**config.mk**
```make
export PLATFORM = sky130hd
export DESIGN_NAME = dsp_core
export DESIGN_NICKNAME = d
export VERILOG_FILES = /design/src/dsp_pkg.sv /design/src/ctrl_regs.sv /design/src/dac_offset.sv /design/src/dsp_core.sv /design/src/monitor_capture.sv /design/src/monitor_select.sv /design/src/trigger_bank.sv
export SDC_FILE = /design/constraint.sdc
export NUM_CORES = 2
export LEC_CHECK = 0
export BUFFER_PORTS_ARGS = -buffer_cell sky130_fd_sc_hd__buf_2
export CAP_MARGIN = 20
export CORE_AREA = 4 4 436 438
export CTS_CLUSTER_SIZE = 20
export DETAILED_ROUTE_END_ITERATION = 12
export DIE_AREA = 0 0 440 442
export PLACE_DENSITY = 0.69
export SKIP_LAST_GASP = 1
export SYNTH_ARGS = -nofsm -noshare
export SYNTH_HDL_FRONTEND = slang
export SYNTH_SLANG_ARGS = --single-unit
```
**constraint.sdc**
```tcl
create_clock -name dsp_clk -period 12.1 [get_ports dsp_clk]
set_clock_uncertainty 0.15 [all_clocks]
set_input_delay 2.42 -clock dsp_clk [delete_from_list [all_inputs] [get_ports dsp_clk]]
set_output_delay 2.42 -clock dsp_clk [all_outputs]
set_load 0.005 [all_outputs]
```
**src/dsp_pkg.sv**
```systemverilog
package dsp_pkg;

   // board-fixed sizes
   localparam int n_dac    = 8;
   localparam int n_slice  = 4;
   localparam int sample_w = 16;
   localparam int addr_w   = 20;
   localparam int data_w   = 32;
   localparam int n_trig   = 2;
   localparam int period_w = 32;
   localparam int mon_aw   = 6;
   localparam int mon_depth = 64;

   // reset and fixed values
   // 400 Hz trigger rate at a 100 MHz dsp_clk
   localparam logic [period_w-1:0] default_period = 32'd250000;
   localparam logic [7:0]          mask_reset     = 8'hff;
   localparam logic [sample_w-1:0] mon_const_val  = 16'hdead;
   localparam logic [data_w-1:0]   bad_read       = 32'hdeadbeaf;
   // address bits 19:12 of the monitor memory window
   localparam logic [7:0]          mon_page       = 8'h72;

   typedef enum logic [addr_w-1:0] {
      addr_valid         = 20'h50000,
      addr_start         = 20'h50002,
      addr_mon_slice     = 20'h50008,
      addr_mon_sel       = 20'h50009,
      addr_mon_done      = 20'h50010,
      addr_dac_dc0       = 20'h50020,
      addr_dac_dc1       = 20'h50021,
      addr_dac_dc2       = 20'h50022,
      addr_dac_dc3       = 20'h50023,
      addr_dac_dc4       = 20'h50024,
      addr_dac_dc5       = 20'h50025,
      addr_dac_dc6       = 20'h50026,
      addr_dac_dc7       = 20'h50027,
      addr_period_frame  = 20'h50030,
      addr_period_stream = 20'h50031
   } reg_addr_e;

   // unlisted codes fall back to channel 0
   typedef enum logic [4:0] {
      mon_dac0  = 5'h00,
      mon_dac1  = 5'h01,
      mon_dac2  = 5'h02,
      mon_dac3  = 5'h03,
      mon_dac4  = 5'h04,
      mon_dac5  = 5'h05,
      mon_dac6  = 5'h06,
      mon_dac7  = 5'h07,
      mon_const = 5'h10,
      mon_count = 5'h11
   } mon_src_e;

   typedef logic signed [sample_w-1:0] sample_t;

   // channel k slice s at smp[k*n_slice+s]
   typedef struct packed {
      sample_t [n_dac*n_slice-1:0] smp;
   } dac_frame_t;

   typedef struct packed {
      logic [addr_w-1:0] addr;
      logic [data_w-1:0] wdata;
      logic              write;
   } bus_req_t;

   typedef sample_t [n_dac-1:0] dac_dc_t;

   // index 0 frame, index 1 stream
   typedef logic [n_trig-1:0][period_w-1:0] period_set_t;

   typedef struct packed {
      logic [1:0] slice;
      mon_src_e   source;
   } mon_cfg_t;

endpackage

```
**src/ctrl_regs.sv**
```systemverilog
`timescale 1ns/1ps

module ctrl_regs (
   input  logic                 dsp_clk,
   input  logic                 dsp_reset,
   input  dsp_pkg::bus_req_t    req,
   input  logic                 req_valid,
   output logic                 req_ready,
   output logic [31:0]          rsp_data,
   output logic                 rsp_valid,
   input  logic                 rsp_ready,
   input  dsp_pkg::sample_t     mon_rdata,
   input  logic                 mon_done,
   output dsp_pkg::dac_dc_t     dac_dc,
   output dsp_pkg::period_set_t period_set,
   output dsp_pkg::mon_cfg_t    mon_cfg,
   output logic [7:0]           valid_mask,
   output logic                 arm,
   output logic [1:0]           period_load
);

   dsp_pkg::reg_addr_e req_addr;
   logic               accept;
   logic               wr_stb;
   logic [31:0]        rd_word;

   // only one request in flight until its response drains
   assign req_ready = !rsp_valid;
   assign accept    = req_valid && req_ready;
   assign wr_stb    = accept && req.write;
   assign req_addr  = dsp_pkg::reg_addr_e'(req.addr);

   // strobes land on the accept edge together with the register update
   assign arm            = wr_stb && (req_addr == dsp_pkg::addr_start);
   assign period_load[0] = wr_stb && (req_addr == dsp_pkg::addr_period_frame);
   assign period_load[1] = wr_stb && (req_addr == dsp_pkg::addr_period_stream);

   always_ff @(posedge dsp_clk) begin
      if (dsp_reset) begin
         valid_mask <= dsp_pkg::mask_reset;
         mon_cfg    <= '0;
         dac_dc     <= '0;
         for (int j = 0; j < dsp_pkg::n_trig; j++) begin
            period_set[j] <= dsp_pkg::default_period;
         end
      end else if (wr_stb) begin
         case (req_addr)
            dsp_pkg::addr_valid:         valid_mask <= req.wdata[7:0];
            dsp_pkg::addr_mon_slice:     mon_cfg.slice <= req.wdata[1:0];
            dsp_pkg::addr_mon_sel:       mon_cfg.source <= dsp_pkg::mon_src_e'(req.wdata[4:0]);
            dsp_pkg::addr_period_frame:  period_set[0] <= req.wdata;
            dsp_pkg::addr_period_stream: period_set[1] <= req.wdata;
            dsp_pkg::addr_dac_dc0, dsp_pkg::addr_dac_dc1,
            dsp_pkg::addr_dac_dc2, dsp_pkg::addr_dac_dc3,
            dsp_pkg::addr_dac_dc4, dsp_pkg::addr_dac_dc5,
            dsp_pkg::addr_dac_dc6, dsp_pkg::addr_dac_dc7: begin
               dac_dc[req.addr[2:0]] <= req.wdata[15:0];
            end
            // start, done and unmapped writes change no storage
            default: ;
         endcase
      end
   end

   // read mux on the accepted address
   always_comb begin
      rd_word = dsp_pkg::bad_read;
      if (req.addr[19:12] == dsp_pkg::mon_page) begin
         rd_word = {16'h0, mon_rdata};
      end else begin
         case (req_addr)
            dsp_pkg::addr_valid:         rd_word = {24'h0, valid_mask};
            dsp_pkg::addr_start:         rd_word = '0;
            dsp_pkg::addr_mon_slice:     rd_word = {30'h0, mon_cfg.slice};
            dsp_pkg::addr_mon_sel:       rd_word = {27'h0, mon_cfg.source};
            dsp_pkg::addr_mon_done:      rd_word = {31'h0, mon_done};
            dsp_pkg::addr_period_frame:  rd_word = period_set[0];
            dsp_pkg::addr_period_stream: rd_word = period_set[1];
            dsp_pkg::addr_dac_dc0, dsp_pkg::addr_dac_dc1,
            dsp_pkg::addr_dac_dc2, dsp_pkg::addr_dac_dc3,
            dsp_pkg::addr_dac_dc4, dsp_pkg::addr_dac_dc5,
            dsp_pkg::addr_dac_dc6, dsp_pkg::addr_dac_dc7: begin
               rd_word = {16'h0, dac_dc[req.addr[2:0]]};
            end
            default: rd_word = dsp_pkg::bad_read;
         endcase
      end
   end

   always_ff @(posedge dsp_clk) begin
      if (dsp_reset) begin
         rsp_valid <= 1'b0;
      end else if (accept) begin
         rsp_valid <= 1'b1;
      end else if (rsp_ready) begin
         rsp_valid <= 1'b0;
      end
   end

   // held until consumed since no accept happens while rsp_valid is high
   always_ff @(posedge dsp_clk) begin
      if (accept) begin
         rsp_data <= req.write ? 32'h0 : rd_word;
      end
   end

endmodule

```
**src/dac_offset.sv**
```systemverilog
`timescale 1ns/1ps

module dac_offset (
   input  logic                dsp_clk,
   input  logic                dsp_reset,
   input  dsp_pkg::dac_frame_t dac_in,
   input  dsp_pkg::dac_dc_t    dac_dc,
   input  logic [7:0]          valid_mask,
   output dsp_pkg::dac_frame_t dac_out,
   output logic [7:0]          dac_val
);

   // one adder per slice with all slices of a channel sharing its offset
   always_ff @(posedge dsp_clk) begin
      if (dsp_reset) begin
         // DAC sees mid-scale while the core is held in reset
         dac_out <= '0;
      end else begin
         for (int k = 0; k < dsp_pkg::n_dac; k++) begin
            for (int s = 0; s < dsp_pkg::n_slice; s++) begin
               // 16-bit wrap without saturation
               dac_out.smp[k*dsp_pkg::n_slice+s] <=
                  dac_in.smp[k*dsp_pkg::n_slice+s] + dac_dc[k];
            end
         end
      end
   end

   // valid bits follow the mask register directly
   assign dac_val = valid_mask;

endmodule

```
**src/dsp_core.sv**
```systemverilog
`timescale 1ns/1ps

module dsp_core (
   input  logic                dsp_clk,
   input  logic                dsp_reset,
   input  dsp_pkg::bus_req_t   req,
   input  logic                req_valid,
   output logic                req_ready,
   output logic [31:0]         rsp_data,
   output logic                rsp_valid,
   input  logic                rsp_ready,
   input  dsp_pkg::dac_frame_t dac_in,
   output dsp_pkg::dac_frame_t dac_out,
   output logic [7:0]          dac_val,
   output logic [1:0]          trigger_out
);

   dsp_pkg::dac_dc_t     dac_dc;
   dsp_pkg::period_set_t period_set;
   dsp_pkg::mon_cfg_t    mon_cfg;
   logic [7:0]           valid_mask;
   logic                 arm;
   logic [1:0]           period_load;
   logic [1:0]           trig;
   dsp_pkg::sample_t     mon_sample;
   dsp_pkg::sample_t     mon_rdata;
   logic                 mon_done;

   ctrl_regs u_regs (
      .dsp_clk     (dsp_clk),
      .dsp_reset   (dsp_reset),
      .req         (req),
      .req_valid   (req_valid),
      .req_ready   (req_ready),
      .rsp_data    (rsp_data),
      .rsp_valid   (rsp_valid),
      .rsp_ready   (rsp_ready),
      .mon_rdata   (mon_rdata),
      .mon_done    (mon_done),
      .dac_dc      (dac_dc),
      .period_set  (period_set),
      .mon_cfg     (mon_cfg),
      .valid_mask  (valid_mask),
      .arm         (arm),
      .period_load (period_load)
   );

   trigger_bank u_trig (
      .dsp_clk     (dsp_clk),
      .dsp_reset   (dsp_reset),
      .period_set  (period_set),
      .period_load (period_load),
      .trig        (trig)
   );

   // stream trigger drives both pins
   assign trigger_out = {2{trig[1]}};

   dac_offset u_dac (
      .dsp_clk    (dsp_clk),
      .dsp_reset  (dsp_reset),
      .dac_in     (dac_in),
      .dac_dc     (dac_dc),
      .valid_mask (valid_mask),
      .dac_out    (dac_out),
      .dac_val    (dac_val)
   );

   monitor_select u_mon_sel (
      .dsp_clk    (dsp_clk),
      .dsp_reset  (dsp_reset),
      .dac_out    (dac_out),
      .mon_cfg    (mon_cfg),
      .frame_trig (trig[0]),
      .mon_sample (mon_sample)
   );

   // memory read address comes straight off the bus request
   monitor_capture u_mon_cap (
      .dsp_clk    (dsp_clk),
      .dsp_reset  (dsp_reset),
      .arm        (arm),
      .frame_trig (trig[0]),
      .mon_sample (mon_sample),
      .rd_addr    (req.addr[5:0]),
      .mon_rdata  (mon_rdata),
      .mon_done   (mon_done)
   );

endmodule

```
**src/monitor_capture.sv**
```systemverilog
`timescale 1ns/1ps

module monitor_capture (
   input  logic             dsp_clk,
   input  logic             dsp_reset,
   input  logic             arm,
   input  logic             frame_trig,
   input  dsp_pkg::sample_t mon_sample,
   input  logic [5:0]       rd_addr,
   output dsp_pkg::sample_t mon_rdata,
   output logic             mon_done
);

   typedef enum logic [1:0] {
      cap_idle,
      cap_armed,
      cap_run
   } cap_state_e;

   cap_state_e                 state;
   logic [dsp_pkg::mon_aw-1:0] waddr;
   logic                       last_word;
   dsp_pkg::sample_t           mem [dsp_pkg::mon_depth];

   assign last_word = (waddr == dsp_pkg::mon_aw'(dsp_pkg::mon_depth - 1));

   always_ff @(posedge dsp_clk) begin
      if (dsp_reset) begin
         state    <= cap_idle;
         waddr    <= '0;
         mon_done <= 1'b0;
      end else if (arm) begin
         // re-arm is allowed at any point, even mid-capture
         state    <= cap_armed;
         waddr    <= '0;
         mon_done <= 1'b0;
      end else begin
         case (state)
            cap_armed: begin
               if (frame_trig) begin
                  state <= cap_run;
               end
            end
            cap_run: begin
               waddr <= waddr + 1'b1;
               if (last_word) begin
                  state    <= cap_idle;
                  mon_done <= 1'b1;
               end
            end
            default: ;
         endcase
      end
   end

   // one sample per cycle while running
   always_ff @(posedge dsp_clk) begin
      if (state == cap_run) begin
         mem[waddr] <= mon_sample;
      end
   end

   assign mon_rdata = mem[rd_addr];

endmodule

```
**src/monitor_select.sv**
```systemverilog
`timescale 1ns/1ps

module monitor_select (
   input  logic                dsp_clk,
   input  logic                dsp_reset,
   input  dsp_pkg::dac_frame_t dac_out,
   input  dsp_pkg::mon_cfg_t   mon_cfg,
   input  logic                frame_trig,
   output dsp_pkg::sample_t    mon_sample
);

   logic [dsp_pkg::sample_w-1:0]     frame_cnt;
   dsp_pkg::sample_t [dsp_pkg::n_dac-1:0] chan_slice;
   dsp_pkg::sample_t                 sel;

   // cycles since the last frame trigger
   always_ff @(posedge dsp_clk) begin
      if (dsp_reset) begin
         frame_cnt <= '0;
      end else if (frame_trig) begin
         frame_cnt <= '0;
      end else begin
         frame_cnt <= frame_cnt + 1'b1;
      end
   end

   // slice pick per channel
   always_comb begin
      for (int k = 0; k < dsp_pkg::n_dac; k++) begin
         chan_slice[k] = dac_out.smp[k*dsp_pkg::n_slice+mon_cfg.slice];
      end
   end

   always_comb begin
      case (mon_cfg.source)
         dsp_pkg::mon_dac0, dsp_pkg::mon_dac1,
         dsp_pkg::mon_dac2, dsp_pkg::mon_dac3,
         dsp_pkg::mon_dac4, dsp_pkg::mon_dac5,
         dsp_pkg::mon_dac6, dsp_pkg::mon_dac7: begin
            sel = chan_slice[mon_cfg.source[2:0]];
         end
         dsp_pkg::mon_const: sel = dsp_pkg::mon_const_val;
         dsp_pkg::mon_count: sel = frame_cnt;
         default:            sel = chan_slice[0];
      endcase
   end

   always_ff @(posedge dsp_clk) begin
      mon_sample <= sel;
   end

endmodule

```
**src/trigger_bank.sv**
```systemverilog
`timescale 1ns/1ps

module trigger_bank (
   input  logic                 dsp_clk,
   input  logic                 dsp_reset,
   input  dsp_pkg::period_set_t period_set,
   input  logic [1:0]           period_load,
   output logic [1:0]           trig
);

   logic [dsp_pkg::period_w-1:0] cnt [dsp_pkg::n_trig];

   genvar j;
   generate
      for (j = 0; j < dsp_pkg::n_trig; j++) begin : gen_trig
         logic [dsp_pkg::period_w-1:0] last;

         // terminal count is one less than the period
         assign last    = period_set[j] - 1'b1;
         assign trig[j] = (cnt[j] == last);

         always_ff @(posedge dsp_clk) begin
            if (dsp_reset) begin
               cnt[j] <= '0;
            end else if (period_load[j] || trig[j]) begin
               // new period starts a fresh count
               cnt[j] <= '0;
            end else begin
               cnt[j] <= cnt[j] + 1'b1;
            end
         end
      end
   endgenerate

endmodule

```
==> impl_metrics.json <==
{
  "grt_pass1_wl_mm": 608,
  "ios": 1125,
  "yosys_warnings": 0,
  "stdcell_area_um2": 110000,
  "cts_buffers": 196,
  "synth_seq_cells": 1881,
  "total_power_mw": 14.9,
  "slew_headroom_pct": 5.59,
  "irDropWorstVdd_mv": 0.135,
  "outcome": "finished clean",
  "hold_buffers": 0,
  "die_w_um": 440,
  "slowest_stage": "nor4_1",
  "placed_cell_area_um2": 103000,
  "place_congestion": 1.08,
  "p_seq_share_pct": 47.7,
  "finalMaxSlewViolations": 0,
  "syn_inst": 7614,
  "cts_sinks": 1881,
  "cpMostUsedCell": "nor3_1",
  "cap_viol_max_count": 0,
  "antenna_found_initial": 190,
  "area_growth_pct": 17.6,
  "post_cts_buffers": 0,
  "end_kind": "output port",
  "crit_buf_inv": 1,
  "cts_resized": 0,
  "cp_cell_sequence": "nor3_1 > nand4_1 > or2_2 > nor3_1 > xnor2_1 > nand4b_1 > or3_1 > nor4_1 > buf_2",
  "grt_util_all_layers_pct": 46.0,
  "critPathTopFamily": "simple AND/OR/NAND/NOR gates",
  "synth_edf_count": 1120,
  "tightest_slew_ns": 1.41,
  "worstSetupPathType": "reg -> out",
  "syn_avg_cell_area_um2": 12.3,
  "grt_max_degree": 196,
  "period_share_pct": 59.1,
  "crit_fanout": 8,
  "drcViolationCount": 0,
  "p_comb_share_pct": 8.8,
  "hpwlAfterDp_mm": 354,
  "avgRoutedWirePerCell_um": 39.6,
  "vias_per_cell": 6.61,
  "p_int_mw": 11.1,
  "yosysSeqAreaShare_pct": 52.1,
  "max_freq_mhz": 140,
  "cpPeakStageDelay_ns": 0.70,
  "drt_pass1_iterations": 8,
  "crit_required_ns": 9.53,
  "hold_ws_ns": 0.318,
  "h-tree-depth": 4,
  "min_period_ns": 7.16,
  "p_clk_share_pct": 43.5,
  "clockBufferDepth": 3,
  "p_per_area_nw_per_um2": 135,
  "async_flop_share_pct": 0,
  "p_sw_mw": 3.77,
  "layout-drive-gt1-share_pct": 25.4,
  "hold_viol": 0,
  "initial_core_util_pct": 50.3,
  "worstSetupStartpointType": "flip-flop",
  "tns_ns": 0,
  "clk_latency_ns": 0.89,
  "hold_path_class": "reg -> reg",
  "layout.nets": 9869,
  "total_leakage_power_nw": 43.0,
  "synth_flop_cell": "edfxtp_1",
  "switching_share_pct": 25.4,
  "fp.dieArea_um2": 194000,
  "setup_viol_count_final": 0,
  "cp.arrival_ns": 4.59,
  "grt_overflow": 0,
  "cts_root_buf": "clkbuf_16",
  "syn_area_um2": 93800,
  "grt_pass1_vias": 71200,
  "num_rows": 159,
  "num_vias": 76300,
  "wirelength_mm": 458,
  "cts_tree": "done",
  "core_um2": 187000,
  "synthDistinctLibCells": 76,
  "final_util_pct": 59.1,
  "die_y_um": 442,
  "cts.clk_slew.worst_paths_ns": 0.06,
  "first_iter_violations": 11000,
  "antenna_left": 0,
  "rsz0062_at_grt": "false",
  "portBuffers": 1124
}
placed cells by master (no fill, tap or decap), types with 33 or more instances in the layout:
cell / n
nor4_1: 79
o2111ai_1: 46
mux4_2: 528
or4_1: 37
xnor2_1: 175
nor2_1: 495
conb_1: 64
o31a_1: 33
a31oi_1: 59
edfxtp_1: 1120
mux2i_1: 43
nand4_1: 35
and3_1: 40
nor2_2: 39
ha_1: 488
o21a_1: 33
nand2_1: 609
xor2_1: 221
dfxtp_1: 741
nor3b_1: 56
buf_4: 110
inv_1: 327
nand3_1: 141
clkbuf_16: 199
or3_1: 69
nor3_1: 340
clkinv_1: 33
a21oi_1: 380
o21ai_0: 214
diode_2: 109
clkbuf_1: 44
nand3b_1: 48
a21boi_0: 115
a211oi_1: 33
nor2b_1: 127
buf_2: 1119
a21o_1: 85
worst reg2reg max path: stages (launching register included):
cell	delay (ns)
dfxtp_1	0.49
nor4_4	0.52
nand4_1	0.55
or4_1	0.70
a211oi_1	0.27
nor4bb_1	0.28
or4b_1	0.55
o31ai_4	0.89
buf_4	0.46
nor3_1	0.13
power by group through the flow:
stage | Clock, mW | Combinational, mW | Sequential (mW)
3_3_place_gp | 0 | 1.19 | 7.25
5_1_grt | 6.75 | 1.35 | 7.08
3_5_place_dp | 0 | 1.20 | 7.25
6_report | 6.47 | 1.31 | 7.09
2_1_floorplan | 0 | 0.583 | 7.13
4_1_cts | 6.48 | 1.21 | 7.12
layer usage:
metal  vias to the layer above  share of wire, %  GRT usage [%]
met1                     37900                35           55.9
li1                      31300                 -              -
met4                        50                10           35.5
met5                         -             0.084              0
met3                      1390                12           13.9
met2                      5665                43           68.5
sequential cells by signal, indices dropped and copies added, names as in the netlist:
signal and cells:
u_mon_cap.mem 1024, u_mon_sel.frame_cnt 16, u_regs.dac_dc 128, u_regs.rsp_data 32, u_regs.rsp_valid 1, u_mon_cap.state 2, u_mon_cap.waddr 6, u_dac.dac_out 512
u_regs.valid_mask 8, u_regs.period_set 64, u_trig.cnt 64, u_mon_sel.mon_sample 16, u_regs.mon_cfg 7, u_mon_cap.mon_done 1
synthesized netlist by cell type (all sizes together) (128+ instances only):
cell,number,area (µm²)
a21oi,380,1900
clkbuf,281,1050
dfxtp,761,15200
edfxtp,1120,33600
ha,488,6110
inv,328,1230
mux4,528,11900
nand2,609,2290
nand3,141,706
nor2,550,2060
nor2b,128,801
nor3,354,1770
o21ai,214,1070
xnor2,175,1530
xor2,221,1940
through the flow:
step	setup slack, ns	std cells
floorplan	6.20	7677
global placement	5.12	11000
detailed placement	5.07	11100
CTS	4.92	11400
global route	4.63	11500
finish	4.94	11600
cell type report:
class / count / area (µm²)
antenna: 109 / 273
sequential: 1881 / 48900
timing repair buffer: 1262 / 7000
clock buffer: 259 / 5370
clock inverter: 106 / 1480
fill: 14900 / 76300
multi-input combinational: 5111 / 42900
inverter: 328 / 1230
tap: 2495 / 3120
final timing paths:
| path | start | end | slack (ns) | depth (start not counted) |
|---|---|---|---|---|
| max | u_regs.period_set[39] | trigger_out[0] | 4.94 | 9 |
| min | u_mon_sel.mon_sample[12] | u_mon_cap.mem[7][12] | 0.32 | 0 |
| max reg2reg | u_regs.period_set[9] | u_trig.cnt[0][31] | 6.75 | 9 |
| min reg2reg | u_mon_sel.mon_sample[12] | u_mon_cap.mem[7][12] | 0.32 | 0 |
cells by family after synthesis:
| family | synth area share [%] |
|---|---|
| AO/OA/AOI/OAI | 9.09 |
| buffers and inverters | 2.79 |
| other | 0.00400 |
| flip-flops | 52.1 |
| multiplexers | 13.4 |
| AND/OR/NAND/NOR | 11.7 |
| adder cells (fa/ha/maj) | 7.19 |
| XOR/XNOR | 3.70 |
(Power assumes the default switching activity.)
